`config.mk`:
```
export PLATFORM = sky130hd
export DESIGN_NAME = scan_output_top
export DESIGN_NICKNAME = d
export VERILOG_FILES = /design/src/rtl/video_pkg.sv /design/src/rtl/board_pkg.sv /design/src/rtl/video_if.sv /design/src/rtl/video_capture.sv /design/src/rtl/osd_palette.sv /design/src/rtl/output_mixer.sv /design/src/rtl/resync_led.sv /design/src/rtl/scan_output_top.sv
export SDC_FILE = /design/constraint.sdc
export NUM_CORES = 1
export LEC_CHECK = 0
export BUFFER_PORTS_ARGS = -buffer_cell sky130_fd_sc_hd__clkbuf_2
export CORE_MARGIN = 2
export CORE_UTILIZATION = 56
export DETAILED_ROUTE_END_ITERATION = 8
export GPL_TIMING_DRIVEN = 0
export PLACE_DENSITY = 0.88
export SETUP_SLACK_MARGIN = 0.2
export SLEW_MARGIN = 20
export SYNTH_ARGS = -nofsm -noshare
export SYNTH_HDL_FRONTEND = slang
export SYNTH_HIERARCHICAL = 1
export SYNTH_SLANG_ARGS = --single-unit
```
`constraint.sdc`:
```
create_clock -name clk27 -period 2.25 [get_ports clk27]
set_clock_uncertainty 0.05 [all_clocks]
set_input_delay 0.45 -clock clk27 [delete_from_list [all_inputs] [get_ports clk27]]
set_output_delay 0.45 -clock clk27 [all_outputs]
set_load 0.05 [all_outputs]
```
`src/rtl/video_pkg.sv`:
```
package video_pkg;

    // ========================================================================
    // pixel format
    // ========================================================================
    localparam int COLOR_W = 8;             // per channel
    localparam int PIXEL_W = 3 * COLOR_W;   // r, g, b

    typedef struct packed {
        logic [COLOR_W-1:0] red;    // bits 23:16
        logic [COLOR_W-1:0] green;  // bits 15:8
        logic [COLOR_W-1:0] blue;   // bits 7:0
    } pixel_t;

    // ========================================================================
    // OSD palette
    // ========================================================================
    typedef logic [1:0] osd_color_t;

    // index 0..3
    localparam pixel_t OSD_BLACK  = pixel_t'(24'h000000);
    localparam pixel_t OSD_BLUE   = pixel_t'(24'h0000ff);
    localparam pixel_t OSD_YELLOW = pixel_t'(24'hffff00);  // full red + green
    localparam pixel_t OSD_WHITE  = pixel_t'(24'hffffff);

endpackage

```
`src/rtl/board_pkg.sv`:
```
package board_pkg;

    // ========================================================================
    // status side
    // ========================================================================

    // flops in the resync strobe synchronizer
    localparam int SYNC_STAGES = 2;

    // hold counter width on the board, about 0.6 s at 27 MHz
    localparam int LED_HOLD_W_DEF = 24;

endpackage

```
`src/rtl/video_if.sv`:
```
`timescale 1ns/1ns

interface video_if;
    import video_pkg::*;

    pixel_t pixel;  // packed rgb
    logic   hsync;  // active high
    logic   vsync;  // active high
    logic   de;

    // producer side
    modport src (
        output pixel,
        output hsync,
        output vsync,
        output de
    );

    // consumer side
    modport snk (
        input pixel,
        input hsync,
        input vsync,
        input de
    );

endinterface

```
`src/rtl/video_capture.sv`:
```
`timescale 1ns/1ns

module video_capture (
    input  logic                        clk27,
    input  logic                        sys_reset_n,
    input  logic [video_pkg::COLOR_W-1:0] r_i,
    input  logic [video_pkg::COLOR_W-1:0] g_i,
    input  logic [video_pkg::COLOR_W-1:0] b_i,
    input  logic                        hsync_i,
    input  logic                        vsync_i,
    input  logic                        de_i,
    input  logic                        hsync_pol_i,  // 1 = incoming hsync active low
    input  logic                        vsync_pol_i,  // 1 = incoming vsync active low
    video_if.src                        cap_o
);
    import video_pkg::*;

    pixel_t pix_in;

    assign pix_in = '{red: r_i, green: g_i, blue: b_i};

    // one register stage, syncs normalized to active high on the way in
    always_ff @(posedge clk27 or negedge sys_reset_n) begin
        if (!sys_reset_n) begin
            cap_o.pixel <= '0;
            cap_o.hsync <= 1'b0;
            cap_o.vsync <= 1'b0;
            cap_o.de    <= 1'b0;
        end else begin
            cap_o.pixel <= pix_in;
            cap_o.hsync <= hsync_i ^ hsync_pol_i;  // invert when active low
            cap_o.vsync <= vsync_i ^ vsync_pol_i;
            cap_o.de    <= de_i;                   // never inverted
        end
    end

endmodule

```
`src/rtl/osd_palette.sv`:
```
`timescale 1ns/1ns

module osd_palette (
    input  logic                  clk27,
    input  logic                  sys_reset_n,
    input  logic                  osd_enable_i,
    input  video_pkg::osd_color_t osd_color_i,
    output logic                  osd_active_o,
    output video_pkg::pixel_t     osd_pixel_o
);
    import video_pkg::*;

    pixel_t color_lut;

    // fixed four entry palette
    always_comb begin
        case (osd_color_i)
            2'd0:    color_lut = OSD_BLACK;
            2'd1:    color_lut = OSD_BLUE;
            2'd2:    color_lut = OSD_YELLOW;
            default: color_lut = OSD_WHITE;
        endcase
    end

    // registered so it lines up with the captured pixel
    always_ff @(posedge clk27 or negedge sys_reset_n) begin
        if (!sys_reset_n) begin
            osd_active_o <= 1'b0;
            osd_pixel_o  <= '0;
        end else begin
            osd_active_o <= osd_enable_i;
            osd_pixel_o  <= color_lut;
        end
    end

endmodule

```
`src/rtl/output_mixer.sv`:
```
`timescale 1ns/1ns

module output_mixer (
    input  logic              clk27,
    input  logic              sys_reset_n,
    video_if.snk              vid_i,
    input  logic              osd_active_i,
    input  video_pkg::pixel_t osd_pixel_i,
    output video_pkg::pixel_t tx_d_o,
    output logic              tx_hs_o,
    output logic              tx_vs_o,
    output logic              tx_de_o
);
    import video_pkg::*;

    pixel_t mix_q;
    logic   hs_q;
    logic   vs_q;
    logic   de_q;

    // ========================================================================
    // stage 1: osd overlay
    // ========================================================================
    always_ff @(posedge clk27 or negedge sys_reset_n) begin
        if (!sys_reset_n) begin
            mix_q <= '0;
            hs_q  <= 1'b0;
            vs_q  <= 1'b0;
            de_q  <= 1'b0;
        end else begin
            mix_q <= osd_active_i ? osd_pixel_i : vid_i.pixel;
            hs_q  <= vid_i.hsync;  // timing follows the video
            vs_q  <= vid_i.vsync;
            de_q  <= vid_i.de;
        end
    end

    // ========================================================================
    // stage 2: launch register toward the transmitter
    // ========================================================================
    always_ff @(posedge clk27 or negedge sys_reset_n) begin
        if (!sys_reset_n) begin
            tx_d_o  <= '0;
            tx_hs_o <= 1'b0;
            tx_vs_o <= 1'b0;
            tx_de_o <= 1'b0;
        end else begin
            tx_d_o  <= mix_q;
            tx_hs_o <= hs_q;
            tx_vs_o <= vs_q;
            tx_de_o <= de_q;
        end
    end

endmodule

```
`src/rtl/resync_led.sv`:
```
`timescale 1ns/1ns

module resync_led #(
    parameter int LED_HOLD_W = board_pkg::LED_HOLD_W_DEF
) (
    input  logic clk27,
    input  logic sys_reset_n,
    input  logic resync_strobe_i,  // from another domain
    output logic led_o
);
    import board_pkg::*;

    logic [SYNC_STAGES-1:0] sync_q;
    logic                   strobe_prev;
    logic                   strobe_rise;
    logic [LED_HOLD_W-1:0]  hold_cnt;

    // synchronizer plus one flop for edge detection
    always_ff @(posedge clk27 or negedge sys_reset_n) begin
        if (!sys_reset_n) begin
            sync_q      <= '0;
            strobe_prev <= 1'b0;
        end else begin
            sync_q      <= {sync_q[SYNC_STAGES-2:0], resync_strobe_i};
            strobe_prev <= sync_q[SYNC_STAGES-1];
        end
    end

    assign strobe_rise = sync_q[SYNC_STAGES-1] & ~strobe_prev;

    // stretch each rising edge, a new edge restarts the hold
    always_ff @(posedge clk27 or negedge sys_reset_n) begin
        if (!sys_reset_n) begin
            hold_cnt <= '0;
        end else if (strobe_rise) begin
            hold_cnt <= '1;
        end else if (hold_cnt != '0) begin
            hold_cnt <= hold_cnt - 1'b1;
        end
    end

    assign led_o = (hold_cnt != '0);

endmodule

```
`src/rtl/scan_output_top.sv`:
```
`timescale 1ns/1ns

module scan_output_top #(
    parameter int LED_HOLD_W = board_pkg::LED_HOLD_W_DEF
) (
    input  logic                          clk27,
    input  logic                          sys_reset_n,
    // digitizer side
    input  logic [video_pkg::COLOR_W-1:0] r_i,
    input  logic [video_pkg::COLOR_W-1:0] g_i,
    input  logic [video_pkg::COLOR_W-1:0] b_i,
    input  logic                          hsync_i,
    input  logic                          vsync_i,
    input  logic                          de_i,
    // configuration levels
    input  logic                          hsync_pol_i,
    input  logic                          vsync_pol_i,
    // osd
    input  logic                          osd_enable_i,
    input  video_pkg::osd_color_t         osd_color_i,
    // status
    input  logic                          resync_strobe_i,
    // transmitter side
    output logic [video_pkg::PIXEL_W-1:0] tx_d_o,
    output logic                          tx_hs_o,
    output logic                          tx_vs_o,
    output logic                          tx_de_o,
    output logic                          led_o
);
    import video_pkg::*;

    // ========================================================================
    // video path
    // ========================================================================
    video_if cap_if ();

    logic   osd_active;
    pixel_t osd_pixel;

    video_capture u_capture (
        .clk27       (clk27),
        .sys_reset_n (sys_reset_n),
        .r_i         (r_i),
        .g_i         (g_i),
        .b_i         (b_i),
        .hsync_i     (hsync_i),
        .vsync_i     (vsync_i),
        .de_i        (de_i),
        .hsync_pol_i (hsync_pol_i),
        .vsync_pol_i (vsync_pol_i),
        .cap_o       (cap_if.src)
    );

    osd_palette u_palette (
        .clk27        (clk27),
        .sys_reset_n  (sys_reset_n),
        .osd_enable_i (osd_enable_i),
        .osd_color_i  (osd_color_i),
        .osd_active_o (osd_active),
        .osd_pixel_o  (osd_pixel)
    );

    output_mixer u_mixer (
        .clk27        (clk27),
        .sys_reset_n  (sys_reset_n),
        .vid_i        (cap_if.snk),
        .osd_active_i (osd_active),
        .osd_pixel_i  (osd_pixel),
        .tx_d_o       (tx_d_o),    // packed rgb onto the 24-bit bus
        .tx_hs_o      (tx_hs_o),
        .tx_vs_o      (tx_vs_o),
        .tx_de_o      (tx_de_o)
    );

    // status led branch
    resync_led #(
        .LED_HOLD_W (LED_HOLD_W)
    ) u_resync_led (
        .clk27           (clk27),
        .sys_reset_n     (sys_reset_n),
        .resync_strobe_i (resync_strobe_i),
        .led_o           (led_o)
    );

endmodule

```
Word level (Yosys, flattened, before mapping) --
Index checks and enable logic that the tools add are counted.
Operators by class: add/subtract/negate cells 1, equal/unequal tests 2, muxes and demuxes 4, bitwise operators 4, reductions and logical operators 3
Operators by type and width (number):
- two-way mux 24 bit | 3
- case mux 24 bit (3 select lines) | 1
- nonzero test 24 bit | 1
- subtractor 24 x 1 -> 24 bit (second input constant) | 1
- == test 2 x 1 -> 1 bit (second input constant) | 1
- == test 2 bit (second input constant) | 1
- zero test 2 bit | 1
- nonzero test 2 bit | 1
- XOR 1 bit | 2
- bitwise AND 1 bit | 1
- inverter 1 bit | 1
Storage, ports and cells: register bits after elaboration 133, input port bits 35, output and inout bits 28, logic and storage cells 39

Longest topological paths before layout --
depth after elaboration 3, gate-level depth with buffers 8, gate-level depth less buffers 7

By module --
Netlist, hierarchy kept.
By module, submodules not included:
- output_mixer | instances 1, cells each 81, area an instance 1747.9 um^2, seq. area each 1351.3 um^2
- resync_led | instances 1, cells each 148, area an instance 1420.1 um^2, seq. area each 675.6 um^2
- video_capture | instances 1, cells each 29, area an instance 693.2 um^2, seq. area each 675.6 um^2
- osd_palette | instances 1, cells each 27, area an instance 247.7 um^2, seq. area each 75.1 um^2

Least setup slack after synthesis --
No wires, ideal clock.
path kind register -> register, start register u_resync_led.hold_cnt[0], end register u_resync_led.hold_cnt[5], setup time 0.077 ns, arrival time 2.076 ns, data required time 2.123 ns, slack 0.047 ns, cell stages (with the launch flop) 9, buffers on the path 1, clock period less this slack 2.203 ns, cell sequence dfrtp_1 inv_1 ha_1 nor4b_2 nand3_1 or2_1 clkbuf_1 and3_1 o21ai_1
On the way: elaborated cells between the ends (all ways) 5, those cells by class add/sub (1); mux (2); reduce/logical (2)
RTL lines:
- from (decl) | line resync_led.sv:16 | logic [LED_HOLD_W-1:0] hold_cnt;
- from (signal assigned) | line resync_led.sv:38 | hold_cnt <= hold_cnt - 1'b1;
- nonzero test 24 bit
- via led_o | line scan_output_top.sv:28 | output logic led_o
- nonzero test 2 bit (no line)
The timed path passes the listed nets, and every way through them passes these cells. The select of a mux whose other input is x is not followed. A chain may end at the register's enable or synchronous reset.

Final worst setup path --
start register u_resync_led.hold_cnt[1], end output led_o
On the way: word-level cells in the longest chain between the ends 1
Ends and longest elaborated chain:
- nonzero test 24 bit | line resync_led.sv:42 | assign led_o = (hold_cnt != '0);
- to (decl) | line scan_output_top.sv:28
No other way between the ends.

==> flow_summary.toml <==
[yosys]
syn_inst = 285
yosys.area.top_type = "dfrtp_1"
netlist_top_cells_count = "111 x dfrtp_1, 22 x buf_4, 20 x mux2_4"
synth-seq-cells = 111
syn_area_per_cell_um2 = 14.4
syn-num-nets = 322
synth-edff-count = 0
synthTopCellsByArea = "dfrtp_1 68%, mux2_4 7.3%, buf_4 4.0%"
synth_top_area_share_pct = 67.6
synth_area_mm2 = 0.00411
synth_warnings = 6
netlist-cell-type-count = 40
ys_seq_area_share_pct = 67.6
async_flop_share_pct = 100
yosysMostFrequentCell = "dfrtp_1"
ys.flop_type = "dfrtp_1"

[power_and_ir_drop]
power_mw = 3.82
ir_drop_mv = 0.540
p_leak_nw = 2.31
power-per-cell-area_mw_per_mm2 = 732

[cells_and_area]
syn_to_final_growth_pct = 27.1
final_nets = 418
final_cells = 485
final_util_pct = 72.8
diodes = 0
layout-drive-gt1-share_pct = 48.4

[hold_path]
hold_path.class = "in2reg"
min-delay-start = "osd_color_i[1]"

[grt]
grt_usage_pct = 20.0
grt_remaining_overflow = 0
grt_max_degree = 95
antenna_found_initial = 0
grt_pass1_vias = 2567
grt_pass1_wl_um = 12000

[floorplan]
die_x_um = 89.7
dieArea_mm2 = 0.00804
dieHeight_um = 89.7
rows = 31
core_mm2 = 0.00718
start_util_pct = 57.3
num_io_pins = 63

[outcome]
status = "finished with violations"
violations = "setup timing"

[placed_design]
port_buffers = 60
placed_cells = 445
place.gp.congestion = 0.878
dpl.hpwl_um = 4360

[sta]
fmax_mhz = 413
rsz0062_at_grt = "true"
max_slew.worst_pin.slew_ps = 498
fin_crit_sh_pct = 107
finalCriticalPeriod_ps = 2420
holdWs_ps = 136
slew_viol_final = 0
slew_headroom_pct = 66.8
fin_ws_ps = -168
setup_viol = 2
final_hold_viol_count = 0
setup_tns_ps = -174

[clock_tree]
cts_sinks = 111
clkTransAtPathRegs_ps = 100
clk_path_buf_depth = 2
cts_buffers = 9
cts_tree = "built"
clk_latency_ps = 360
cts-root-buf = "clkbuf_8"
htreeDepth = 3

[drt]
drt-total-wl_um = 7420
drt-vias-per-instance = 5.09
num_vias = 2467
firstDrtPassIters = 4
drtIter0Drc = 92
drc_errors = 0
post_drt_wl_per_cell_um = 15.3
final_antenna_net_count = 0

[setup_path]
worstSetupStartpoint = "u_resync_led/hold_cnt[1]$_DFFE_PN0P_"
timing.rr.start = "u_resync_led/hold_cnt[0]$_DFFE_PN0P_"
critical_path.slowest_cell = "dfrtp_1"
critPathKind = "reg2out"
critPathCaptureType = "output port"
cp.arrival_ps = 1920
critPathLaunchType = "flip-flop"
cp_max_fo = 2
worstPathCellList = "inv_2 > ha_4 > nor4b_4 > nand3_4 > or2_4 > buf_8 > clkbuf_16"
crit_required_ps = 1750
slowest_delay_ps = 410

[run]
cap_violations = 0
## registers in the layout, summed over array words and instances (netlist names), 2 cells and up
register / count
u_resync_led/sync_q: 2
u_resync_led/hold_cnt: 24
u_mixer/mix_q: 24
u_mixer/tx_d_o: 24
u_capture/cap_o.pixel: 24
u_palette/osd_pixel_o: 2
## metal layers
metal / wire length [um] / up-vias / track usage, %
met5: 0 / - / 0
met3: 375 / 17 / 4.84
met2: 3950 / 71 / 32.6
met1: 2920 / 1243 / 25.6
met4: 179 / 0 / 8.96
li1: - / 1136 / -
## metrics by stage
step / instance area, um2 / setup WS [ps]
final: 5220 / -168
after floorplan: 4120 / 223
after detailed placement: 4580 / -178
after global placement: 4540 / -657
after CTS: 5080 / -156
after global routing: 5220 / -233
## placed cells by master, fill, tap and decap left out, types with 2 or more instances in the layout
cell	count
inv_2	2
clkinvlp_4	3
nor4_2	3
and3_1	2
o21ai_2	3
ha_4	2
buf_6	10
or2_4	2
buf_12	2
nor2_1	10
or3_1	3
nand2b_1	2
o21ai_4	2
clkbuf_8	10
and3_4	2
o21ai_1	4
xor2_1	14
nor4_1	2
buf_4	37
dfrtp_1	110
clkbuf_2	58
or3_4	3
a21oi_2	2
mux2_4	20
and2_1	2
nand4_1	2
nand3_1	4
o21ai_0	4
a21oi_1	2
nand2_1	18
mux2_2	4
clkbuf_1	5
o211ai_1	3
nor3_1	2
nor3_2	2
nor4_4	3
## worst max-delay path, delay by kind of cell (launching register included)
kind	cells	cell delay, ps
DFF	1	410
buffers and inverters	3	370
and+or+nand+nor	3	650
adders and majority gates	1	130
## final timing paths
path	to	slack, ps	depth (start not counted)
hold / removal	u_palette/osd_pixel_o[14]$_DFF_PN0_	140	1
hold reg to reg	u_mixer/tx_d_o[4]$_DFF_PN0_	300	0
max in group asynchronous	u_resync_led/hold_cnt[2]$_DFFE_PN0P_	1030	3
setup reg to reg	u_resync_led/hold_cnt[12]$_DFFE_PN0P_	-10	7
setup / recovery	led_o	-170	7
min in group asynchronous	u_mixer/tx_hs_o$_DFF_PN0_	450	2
## logic make-up after synthesis
kind of cell | synth area share, %
fa+ha+maj | 0.609
mux | 8.65
buf+inv | 6.27
xor+xnor | 3.41
compound gates | 3.41
flops | 67.6
simple gates | 10.0
## power by group
group	switching [mW]	total [mW]	internal, mW	leakage (nW)
clock	0.664	1.08	0.414	0.0838
combinational	0.317	0.553	0.236	0.996
sequential	0.0663	2.19	2.13	1.23
## repair_timing
item / 4_1_cts / 5_1_grt
buffers inserted: 18 / 5
hold endpoints to repair: 17 / 0
pin swaps: 11 / 9
setup endpoints to repair: 21 / 24
hold buffers: 1 / 0
gates resized for setup: 34 / 27
## area by class of cell
type	instances	area [um2]
clock inverters	7	56.3
clock buffers	9	124
multi-input cells	140	1300
inverters	2	7.51
flip-flops and latches	111	2780
well taps	99	124
plain buffers	32	262
repair buffers	85	569
fillers	468	1950
(Power assumes the default switching activity.)
